### config.mk
export PLATFORM = sky130hd
export DESIGN_NAME = rv_core
export DESIGN_NICKNAME = d
export VERILOG_FILES = /design/src/common/rv_core_pkg.sv /design/src/decode/rv_decode.sv /design/src/decode/rv_regfile.sv /design/src/rv_core.sv /design/src/rv_execute.sv /design/src/rv_fetch.sv /design/src/rv_writeback.sv
export VERILOG_INCLUDE_DIRS = /design/src /design/src/common
export SDC_FILE = /design/constraint.sdc
export NUM_CORES = 2
export LEC_CHECK = 0
export BUFFER_PORTS_ARGS = -buffer_cell sky130_fd_sc_hd__buf_4
export CORE_ASPECT_RATIO = 1.2
export CORE_UTILIZATION = 30
export DETAILED_ROUTE_END_ITERATION = 10
export HOLD_SLACK_MARGIN = 0.1
export PLACE_DENSITY = 0.53
export SYNTH_ARGS = -nofsm -noshare
export SYNTH_HDL_FRONTEND = slang
export SYNTH_SLANG_ARGS = --single-unit
export TNS_END_PERCENT = 30
### constraint.sdc
create_clock -name clk -period 6.64 [get_ports clk]
set_input_delay 0 -clock clk [delete_from_list [all_inputs] [get_ports clk]]
set_output_delay 0 -clock clk [all_outputs]
set_load 0.02 [all_outputs]
### src/common/rv_core_settings.svh
`ifndef RV_CORE_SETTINGS_SVH
`define RV_CORE_SETTINGS_SVH

// Datapath width and register count
`define RV_XLEN 32
`define RV_NUM_REGS 32

// First fetch address after reset
`define RV_RESET_PC 32'h0000_0000

// Major opcodes of the supported subset
`define RV_OP_LUI 7'b0110111
`define RV_OP_OPIMM 7'b0010011
`define RV_OP_OP 7'b0110011
`define RV_OP_LOAD 7'b0000011
`define RV_OP_STORE 7'b0100011
`define RV_OP_BRANCH 7'b1100011
`define RV_OP_JAL 7'b1101111
`define RV_OP_SYSTEM 7'b1110011

// funct3 / funct7 selectors
`define RV_F3_ADD 3'b000
`define RV_F3_WORD 3'b010
`define RV_F3_BEQ 3'b000
`define RV_F3_BNE 3'b001
`define RV_F7_ADD 7'b0000000
`define RV_F7_SUB 7'b0100000

// Only SYSTEM word accepted
`define RV_EBREAK_WORD 32'h0010_0073

`endif

### src/common/rv_core_pkg.sv
`default_nettype none

`include "rv_core_settings.svh"

package rv_core_pkg;

  // One data or address word
  typedef logic [`RV_XLEN-1:0] word_t;

  // Register index
  typedef logic [$clog2(`RV_NUM_REGS)-1:0] reg_addr_t;

  // --------------------------------------------------------------------------
  // Stage to stage bundles
  // --------------------------------------------------------------------------

  // Fetched word paired with its address
  typedef struct packed {
    word_t instr;
    word_t pc;
  } fetch_t;

  // Decoded instruction with operands already read
  typedef struct packed {
    reg_addr_t rd;
    word_t     rs1_data;
    word_t     rs2_data;
    word_t     imm;
    word_t     pc;
    logic      reg_write;
    logic      mem_read;
    logic      mem_write;
    logic      is_branch;
    logic      branch_ne;
    logic      is_jal;
    logic      is_lui;
    logic      use_imm;
    logic      sub;
    logic      is_ebreak;
    logic      illegal;
  } decoded_t;

  // Execute result, address for loads and stores
  typedef struct packed {
    word_t     result;
    word_t     store_data;
    reg_addr_t rd;
    logic      reg_write;
    logic      mem_read;
    logic      mem_write;
    logic      is_ebreak;
    logic      illegal;
  } exec_t;

  // Register file write port
  typedef struct packed {
    logic      we;
    reg_addr_t rd;
    word_t     data;
  } rf_write_t;

endpackage

`default_nettype wire

### src/decode/rv_decode.sv
`timescale 1ns/1ps
`default_nettype none

`include "rv_core_settings.svh"

module rv_decode import rv_core_pkg::*; (
  input  fetch_t    fetch,
  output reg_addr_t rs1_addr,
  output reg_addr_t rs2_addr,
  input  word_t     rs1_data,
  input  word_t     rs2_data,
  output decoded_t  dec
);

  // --------------------------------------------------------------------------
  // Field extraction
  // --------------------------------------------------------------------------
  word_t     instr;
  logic [6:0] opcode;
  logic [2:0] funct3;
  logic [6:0] funct7;
  reg_addr_t rd;
  word_t     imm_i;
  word_t     imm_s;
  word_t     imm_b;
  word_t     imm_u;
  word_t     imm_j;

  assign instr  = fetch.instr;
  assign opcode = instr[6:0];
  assign rd     = instr[11:7];
  assign funct3 = instr[14:12];
  assign funct7 = instr[31:25];

  // Register reads go straight to the regfile
  assign rs1_addr = instr[19:15];
  assign rs2_addr = instr[24:20];

  // Sign-extended immediates per format
  assign imm_i = {{20{instr[31]}}, instr[31:20]};
  assign imm_s = {{20{instr[31]}}, instr[31:25], instr[11:7]};
  assign imm_b = {{19{instr[31]}}, instr[31], instr[7], instr[30:25], instr[11:8], 1'b0};
  assign imm_u = {instr[31:12], 12'b0};
  assign imm_j = {{11{instr[31]}}, instr[31], instr[19:12], instr[20], instr[30:21], 1'b0};

  // --------------------------------------------------------------------------
  // Control decode
  // --------------------------------------------------------------------------
  always_comb begin
    // All flags off unless an accepted encoding sets them
    dec          = '0;
    dec.rd       = rd;
    dec.rs1_data = rs1_data;
    dec.rs2_data = rs2_data;
    dec.pc       = fetch.pc;
    case (opcode)
      `RV_OP_LUI: begin
        dec.imm       = imm_u;
        dec.is_lui    = 1'b1;
        dec.reg_write = 1'b1;
      end
      `RV_OP_OPIMM: begin
        dec.imm       = imm_i;
        dec.use_imm   = 1'b1;
        dec.reg_write = (funct3 == `RV_F3_ADD);
        dec.illegal   = (funct3 != `RV_F3_ADD);
      end
      `RV_OP_OP: begin
        // ADD and SUB only, both with funct3 zero
        if (funct3 == `RV_F3_ADD && (funct7 == `RV_F7_ADD || funct7 == `RV_F7_SUB)) begin
          dec.reg_write = 1'b1;
          dec.sub       = (funct7 == `RV_F7_SUB);
        end else begin
          dec.illegal = 1'b1;
        end
      end
      `RV_OP_LOAD: begin
        dec.imm       = imm_i;
        dec.use_imm   = 1'b1;
        dec.mem_read  = (funct3 == `RV_F3_WORD);
        dec.reg_write = (funct3 == `RV_F3_WORD);
        dec.illegal   = (funct3 != `RV_F3_WORD);
      end
      `RV_OP_STORE: begin
        dec.imm       = imm_s;
        dec.use_imm   = 1'b1;
        dec.mem_write = (funct3 == `RV_F3_WORD);
        dec.illegal   = (funct3 != `RV_F3_WORD);
      end
      `RV_OP_BRANCH: begin
        dec.imm       = imm_b;
        dec.is_branch = (funct3 == `RV_F3_BEQ || funct3 == `RV_F3_BNE);
        dec.branch_ne = (funct3 == `RV_F3_BNE);
        dec.illegal   = !(funct3 == `RV_F3_BEQ || funct3 == `RV_F3_BNE);
      end
      `RV_OP_JAL: begin
        dec.imm       = imm_j;
        dec.is_jal    = 1'b1;
        dec.reg_write = 1'b1;
      end
      `RV_OP_SYSTEM: begin
        // EBREAK is the only system word, it writes nothing
        dec.is_ebreak = (instr == `RV_EBREAK_WORD);
        dec.illegal   = (instr != `RV_EBREAK_WORD);
      end
      default: dec.illegal = 1'b1;
    endcase
  end

endmodule

`default_nettype wire

### src/decode/rv_regfile.sv
`timescale 1ns/1ps
`default_nettype none

`include "rv_core_settings.svh"

module rv_regfile import rv_core_pkg::*; (
  input  logic      clk,
  input  reg_addr_t rs1_addr,
  input  reg_addr_t rs2_addr,
  output word_t     rs1_data,
  output word_t     rs2_data,
  input  rf_write_t wr
);

  // x1..x31 only, x0 has no storage
  word_t [`RV_NUM_REGS-1:1] regs;

  // Synchronous write, dropped for x0
  always_ff @(posedge clk) begin
    if (wr.we && wr.rd != '0) begin
      regs[wr.rd] <= wr.data;
    end
  end

  // Combinational reads, x0 reads as zero
  assign rs1_data = (rs1_addr == '0) ? '0 : regs[rs1_addr];
  assign rs2_data = (rs2_addr == '0) ? '0 : regs[rs2_addr];

  // A write aimed at x0 leaves the whole array untouched on that edge
  assert property (@(posedge clk) (wr.we && wr.rd == '0) |=> $stable(regs))
    else $error("rv_regfile: write to x0 altered the register array");

endmodule

`default_nettype wire

### src/rv_core.sv
`timescale 1ns/1ps
`default_nettype none

module rv_core import rv_core_pkg::*; (
  input  logic       clk,
  input  logic       rst_n,
  // Instruction memory
  output word_t      imem_raddr,
  input  word_t      imem_rdata,
  // Data memory read side
  output logic       dmem_ren,
  output word_t      dmem_raddr,
  input  word_t      dmem_rdata,
  // Data memory write side
  output logic       dmem_we,
  output word_t      dmem_waddr,
  output word_t      dmem_wdata,
  output logic [3:0] dmem_wstrb,
  // Sticky halt status
  output logic       ebreak,
  output logic       trap
);

  // --------------------------------------------------------------------------
  // Stage interconnect
  // --------------------------------------------------------------------------
  fetch_t    fetch;
  decoded_t  dec;
  exec_t     ex;
  rf_write_t rf_wr;
  word_t     next_pc;
  reg_addr_t rs1_addr;
  reg_addr_t rs2_addr;
  word_t     rs1_data;
  word_t     rs2_data;
  logic      halted;

  rv_fetch u_fetch (
    .clk       (clk),
    .rst_n     (rst_n),
    .next_pc   (next_pc),
    .halted    (halted),
    .imem_raddr(imem_raddr),
    .imem_rdata(imem_rdata),
    .fetch     (fetch)
  );

  rv_decode u_decode (
    .fetch   (fetch),
    .rs1_addr(rs1_addr),
    .rs2_addr(rs2_addr),
    .rs1_data(rs1_data),
    .rs2_data(rs2_data),
    .dec     (dec)
  );

  rv_regfile u_regfile (
    .clk     (clk),
    .rs1_addr(rs1_addr),
    .rs2_addr(rs2_addr),
    .rs1_data(rs1_data),
    .rs2_data(rs2_data),
    .wr      (rf_wr)
  );

  // Next pc loops back to fetch
  rv_execute u_execute (
    .dec    (dec),
    .result (ex),
    .next_pc(next_pc)
  );

  rv_writeback u_writeback (
    .clk       (clk),
    .rst_n     (rst_n),
    .ex        (ex),
    .dmem_raddr(dmem_raddr),
    .dmem_waddr(dmem_waddr),
    .dmem_wdata(dmem_wdata),
    .dmem_ren  (dmem_ren),
    .dmem_we   (dmem_we),
    .dmem_wstrb(dmem_wstrb),
    .dmem_rdata(dmem_rdata),
    .rf_wr     (rf_wr),
    .halted    (halted),
    .ebreak    (ebreak),
    .trap      (trap)
  );

endmodule

`default_nettype wire

### src/rv_execute.sv
`timescale 1ns/1ps
`default_nettype none

module rv_execute import rv_core_pkg::*; (
  input  decoded_t dec,
  output exec_t    result,
  output word_t    next_pc
);

  // --------------------------------------------------------------------------
  // ALU and branch compare
  // --------------------------------------------------------------------------
  word_t op_b;
  word_t alu_out;
  word_t pc_plus4;
  word_t target;
  logic  rs_equal;
  logic  taken;
  logic  halt;

  // Immediate for ADDI, loads and stores, rs2 for ADD/SUB
  assign op_b    = dec.use_imm ? dec.imm : dec.rs2_data;
  assign alu_out = dec.sub ? (dec.rs1_data - op_b) : (dec.rs1_data + op_b);

  assign pc_plus4 = dec.pc + 32'd4;

  // Same pc-relative adder serves branches and JAL
  assign target = dec.pc + dec.imm;

  // BEQ takes on equal, BNE on not equal
  assign rs_equal = (dec.rs1_data == dec.rs2_data);
  assign taken    = dec.is_jal || (dec.is_branch && (rs_equal ^ dec.branch_ne));

  // Halting instruction keeps pc on itself
  assign halt = dec.is_ebreak || dec.illegal;

  // --------------------------------------------------------------------------
  // Next pc and result bundle
  // --------------------------------------------------------------------------
  always_comb begin
    if (halt) begin
      next_pc = dec.pc;
    end else if (taken) begin
      next_pc = target;
    end else begin
      next_pc = pc_plus4;
    end
  end

  always_comb begin
    // LUI passes the immediate, JAL links pc+4
    if (dec.is_lui) begin
      result.result = dec.imm;
    end else if (dec.is_jal) begin
      result.result = pc_plus4;
    end else begin
      result.result = alu_out;
    end
    result.store_data = dec.rs2_data;
    result.rd         = dec.rd;
    result.reg_write  = dec.reg_write;
    result.mem_read   = dec.mem_read;
    result.mem_write  = dec.mem_write;
    result.is_ebreak  = dec.is_ebreak;
    result.illegal    = dec.illegal;
  end

endmodule

`default_nettype wire

### src/rv_fetch.sv
`timescale 1ns/1ps
`default_nettype none

`include "rv_core_settings.svh"

module rv_fetch import rv_core_pkg::*; (
  input  logic   clk,
  input  logic   rst_n,
  input  word_t  next_pc,
  input  logic   halted,
  output word_t  imem_raddr,
  input  word_t  imem_rdata,
  output fetch_t fetch
);

  // Program counter, the only state in the front end
  word_t pc;

  always_ff @(posedge clk) begin
    if (!rst_n) begin
      pc <= `RV_RESET_PC;
    end else if (!halted) begin
      // Frozen once the core has halted
      pc <= next_pc;
    end
  end

  // Zero-latency instruction memory, read every cycle
  assign imem_raddr = pc;

  // Word and its own address travel together to decode
  assign fetch.instr = imem_rdata;
  assign fetch.pc    = pc;

  // Targets coming back from execute keep fetch on word boundaries
  assert property (@(posedge clk) disable iff (!rst_n) imem_raddr[1:0] == 2'b00)
    else $error("rv_fetch: misaligned fetch address %h", imem_raddr);

endmodule

`default_nettype wire

### src/rv_writeback.sv
`timescale 1ns/1ps
`default_nettype none

module rv_writeback import rv_core_pkg::*; (
  input  logic       clk,
  input  logic       rst_n,
  input  exec_t      ex,
  output word_t      dmem_raddr,
  output word_t      dmem_waddr,
  output word_t      dmem_wdata,
  output logic       dmem_ren,
  output logic       dmem_we,
  output logic [3:0] dmem_wstrb,
  input  word_t      dmem_rdata,
  output rf_write_t  rf_wr,
  output logic       halted,
  output logic       ebreak,
  output logic       trap
);

  // --------------------------------------------------------------------------
  // Data memory port
  // --------------------------------------------------------------------------

  // Execute result is the effective address
  assign dmem_raddr = ex.result;
  assign dmem_waddr = ex.result;
  assign dmem_wdata = ex.store_data;
  assign dmem_wstrb = 4'b1111;

  // One-cycle strobes, silenced after halt
  assign dmem_ren = ex.mem_read && !halted;
  assign dmem_we  = ex.mem_write && !halted;

  // Register write, load data arrives in the same cycle
  assign rf_wr.we   = ex.reg_write && !halted;
  assign rf_wr.rd   = ex.rd;
  assign rf_wr.data = ex.mem_read ? dmem_rdata : ex.result;

  // --------------------------------------------------------------------------
  // Sticky halt flags
  // --------------------------------------------------------------------------
  always_ff @(posedge clk) begin
    if (!rst_n) begin
      halted <= 1'b0;
      ebreak <= 1'b0;
      trap   <= 1'b0;
    end else if (!halted) begin
      halted <= ex.is_ebreak || ex.illegal;
      ebreak <= ex.is_ebreak;
      trap   <= ex.illegal;
    end
  end

  // Once halted, no memory access or register write leaves the core
  assert property (@(posedge clk) disable iff (!rst_n)
                   halted |-> !(dmem_we || dmem_ren || rf_wr.we))
    else $error("rv_writeback: write activity after halt");

endmodule

`default_nettype wire
==> impl_metrics.csv <==
group,metric,value,unit
detailed_routing,antenna_left,0,
cts,cts.sinks,1027,
yosys,synth_top_area_frac,0.536,
detailed_routing,drtPass1Iterations,6,
place,gp_congestion,0.950,
yosys,ys_seq_area_frac,0.548,
detailed_routing,vias,39214,
cts,cts_tree,"done",
cts,clock_latency,0.74,ns
layout,final_common_cell,"edfxtp_1",
sta,finalHoldWorstSlack,0.163,ns
critical_path,max_stage_delay,0.49,ns
cts,clk_pin_slew,0.06,ns
yosys,syn-cell-area,55600,um^2
critical_path,crit_top_cell,"o211ai_1",
global_route,grt_start_max_net_pins,75,
sta,timing.fmax,0.152,GHz
place,io_buffers,197,
sta,maxSlewHeadroom,0.138,
yosys,yosysWarnings,0,
die,floorplan.die_area,187000,um^2
layout,multiInputGateArea,23200,um^2
die,core,184000,um^2
sta,finalSetupViolCount,0,
global_route,first_global_vias,38864,
sta,fin_ws,0.0770,ns
critical_path,startpoint_type,"flip-flop",
sta,finalCritPeriodShare,0.988,
cts,clk_path_buf_depth,3,
yosys,avgSynthCellArea,14.4,um^2
critical_path,critPathKind,"flip-flop to output port",
detailed_routing,drc,0,
layout,seq_area,30500,um^2
yosys,ys_types,102,
global_route,track_usage,0.229,
hold_path,hold_path_class,"input pin to flip-flop",
critical_path,crit_path_top_delay_cell,"mux4_2",
power,p_total,18.9,mW
sta,rsz0062_at_grt,"yes",
yosys,synth_flop_cell,"edfxtp_1",
detailed_routing,finalWirelength,220,mm
critical_path,setup.worst_path.end_class,"output port",
global_route,grt_overflow,0,
critical_path,crit_arrival,6.56,ns
power,vdd_drop_max,0.223,mV
layout,n_fill_cell,17460,
die,die_y,474,um
critical_path,crit_fanout,5,
layout,nets,4356,
yosys,yosysTopAreaCell,"edfxtp_1",
yosys,synth_area_leaders,"edfxtp_1 54%, mux4_2 13%, mux2i_1 5.5%, mux2_2 2.8%, buf_4 1.7%",
critical_path,critPathRequiredTime,6.64,ns
sta,finalHoldViolations,0,
global_route,antenna_found_initial,6,
sta,clock_skew,0.0390,ns
detailed_routing,wire_per_inst,32.6,um
sta,fin_crit,6.56,ns
die,initial_utilization,0.303,
cts,numCtsBuffers,101,
yosys,syn_inst,3871,
cts,cts-root-buf,"clkbuf_16",
detailed_routing,dr.first_iter.drc_count,4651,
sta,maxSlewViolCount,0,
place,pre_cts_slack,-0.291,ns
die,io_pins,202,
yosys,ys_seq_elements,1027,
power,powerDensity,287,nW/um^2
yosys,synthArstFlopShare,0,
layout,mostFrequentLayoutCells,"992 x edfxtp_1, 496 x buf_4, 311 x mux4_2, 306 x mux2i_1, 168 x nand2_1",
die,die_x,395,um
yosys,synth_edf_count,992,
cts,cts_htree_levels,3,
place,place_hpwl,148,mm
layout,area.growth.synth_to_final,18.2,%
power,power_leakage,23.0,nW
flow_run,cap_violations,0,
sta,worst_pin_slew,1.29,ns
status,outcome,"completed",
die,rows,172,
global_route,grt_pass1_wl,304,mm
layout,drive_gt1_frac,0.302,
detailed_routing,vias_per_cell,5.81,
==> timing repair <==
action | in CTS | in global routing
hold endpoints to repair | 769 | 0
hold buffers | 51 | 0
gates resized for setup | 19 | 78
buffers inserted | 4 | 12
endpoints found under the setup margin | 49 | 158
pin swaps | 11 | 41
==> path summary, 6_finish.rpt <==
| kind | end | start | cells past startpoint | slack (ns) |
|---|---|---|---|---|
| min | u_regfile.regs[482] | dmem_rdata[2] | 2 | 0.16 |
| max reg2reg | u_regfile.regs[252] | u_regfile.regs[321] | 29 | 0.23 |
| min reg2reg | u_writeback.ebreak | u_writeback.ebreak | 2 | 0.50 |
| max | dmem_raddr[21] | u_regfile.regs[321] | 32 | 0.08 |
==> cell families (layout without fill, tap and decap cells) <==
family | after synthesis | after routing | share of synthesized area
flops | 1027 | 1027 | 0.548
mux | 764 | 764 | 0.212
compound gates | 747 | 747 | 0.0955
simple gates | 711 | 711 | 0.0637
buf+inv | 429 | 864 | 0.0453
xor+xnor | 126 | 126 | 0.0201
fa+ha+maj | 66 | 66 | 0.0151
other cells | 1 | 7 | 0.0000674
==> worst max-delay path: cells and delay by family (launching register included) <==
kind	cells	cell delay (ns)
AO/OA/AOI/OAI	16	2.31
multiplexers	2	0.64
adder cells (fa/ha/maj)	2	0.48
buffers and inverters	8	1.02
AND/OR/NAND/NOR	4	0.99
flip-flops	1	0.39
==> metal layers <==
| metal | GRT usage | vias to the layer above | wire length, um |
|---|---|---|---|
| met5 | 0 | - | 50 |
| met4 | 0.132 | 8 | 14000 |
| met3 | 0.0331 | 513 | 17100 |
| met2 | 0.385 | 2146 | 106000 |
| met1 | 0.280 | 20330 | 83300 |
| li1 | - | 16217 | - |
==> where the power goes <==
group | total [mW] | internal (mW) | switching (mW) | leakage (nW)
Sequential | 8.12 | 8.11 | 0.0124 | 9.19
Clock | 5.99 | 3.34 | 2.65 | 1.63
Combinational | 4.78 | 1.70 | 3.08 | 12.2
Total | 18.9 | 13.2 | 5.74 | 23.0
==> cell type report <==
type | count | area share
diodes | 3 | 0.000114
multi-input cells | 2418 | 0.353
clock buffers | 119 | 0.0398
well taps | 2436 | 0.0464
clock inverters | 69 | 0.0113
repair buffers | 615 | 0.0819
flip-flops and latches | 1027 | 0.464
inverters | 61 | 0.00348
==> sequential cells by signal, indices dropped and copies added, names as in the netlist <==
signal and count:
u_regfile.regs 992, u_fetch.imem_raddr 32, u_writeback.ebreak 1, u_writeback.halted 1, u_writeback.trap 1
==> cell usage after synthesis, types with 48 or more instances <==
master / count
buf_2: 53
xor2_1: 57
nand3_1: 93
mux4_2: 311
ha_1: 64
a221oi_1: 48
o21ai_0: 112
mux2_2: 137
a22oi_1: 120
clkbuf_1: 127
buf_4: 123
a21oi_1: 124
nor2_1: 181
nand2_1: 172
nor3_1: 66
xnor2_1: 68
edfxtp_1: 992
inv_1: 58
mux2i_1: 306
==> stage by stage <==
stage | setup TNS, ns | instance area, um^2 | cells | utilization
floorplan | 0 | 55600 | 3874 | -
global route | -1.73 | 65700 | 6746 | 0.358
CTS | 0 | 65400 | 6736 | 0.356
global placement | -66.98 | 61400 | 6493 | 0.334
finish | 0 | 65700 | 6748 | 0.358
detailed placement | -55.38 | 61400 | 6493 | 0.334
Power figures use the tool's default switching activity.
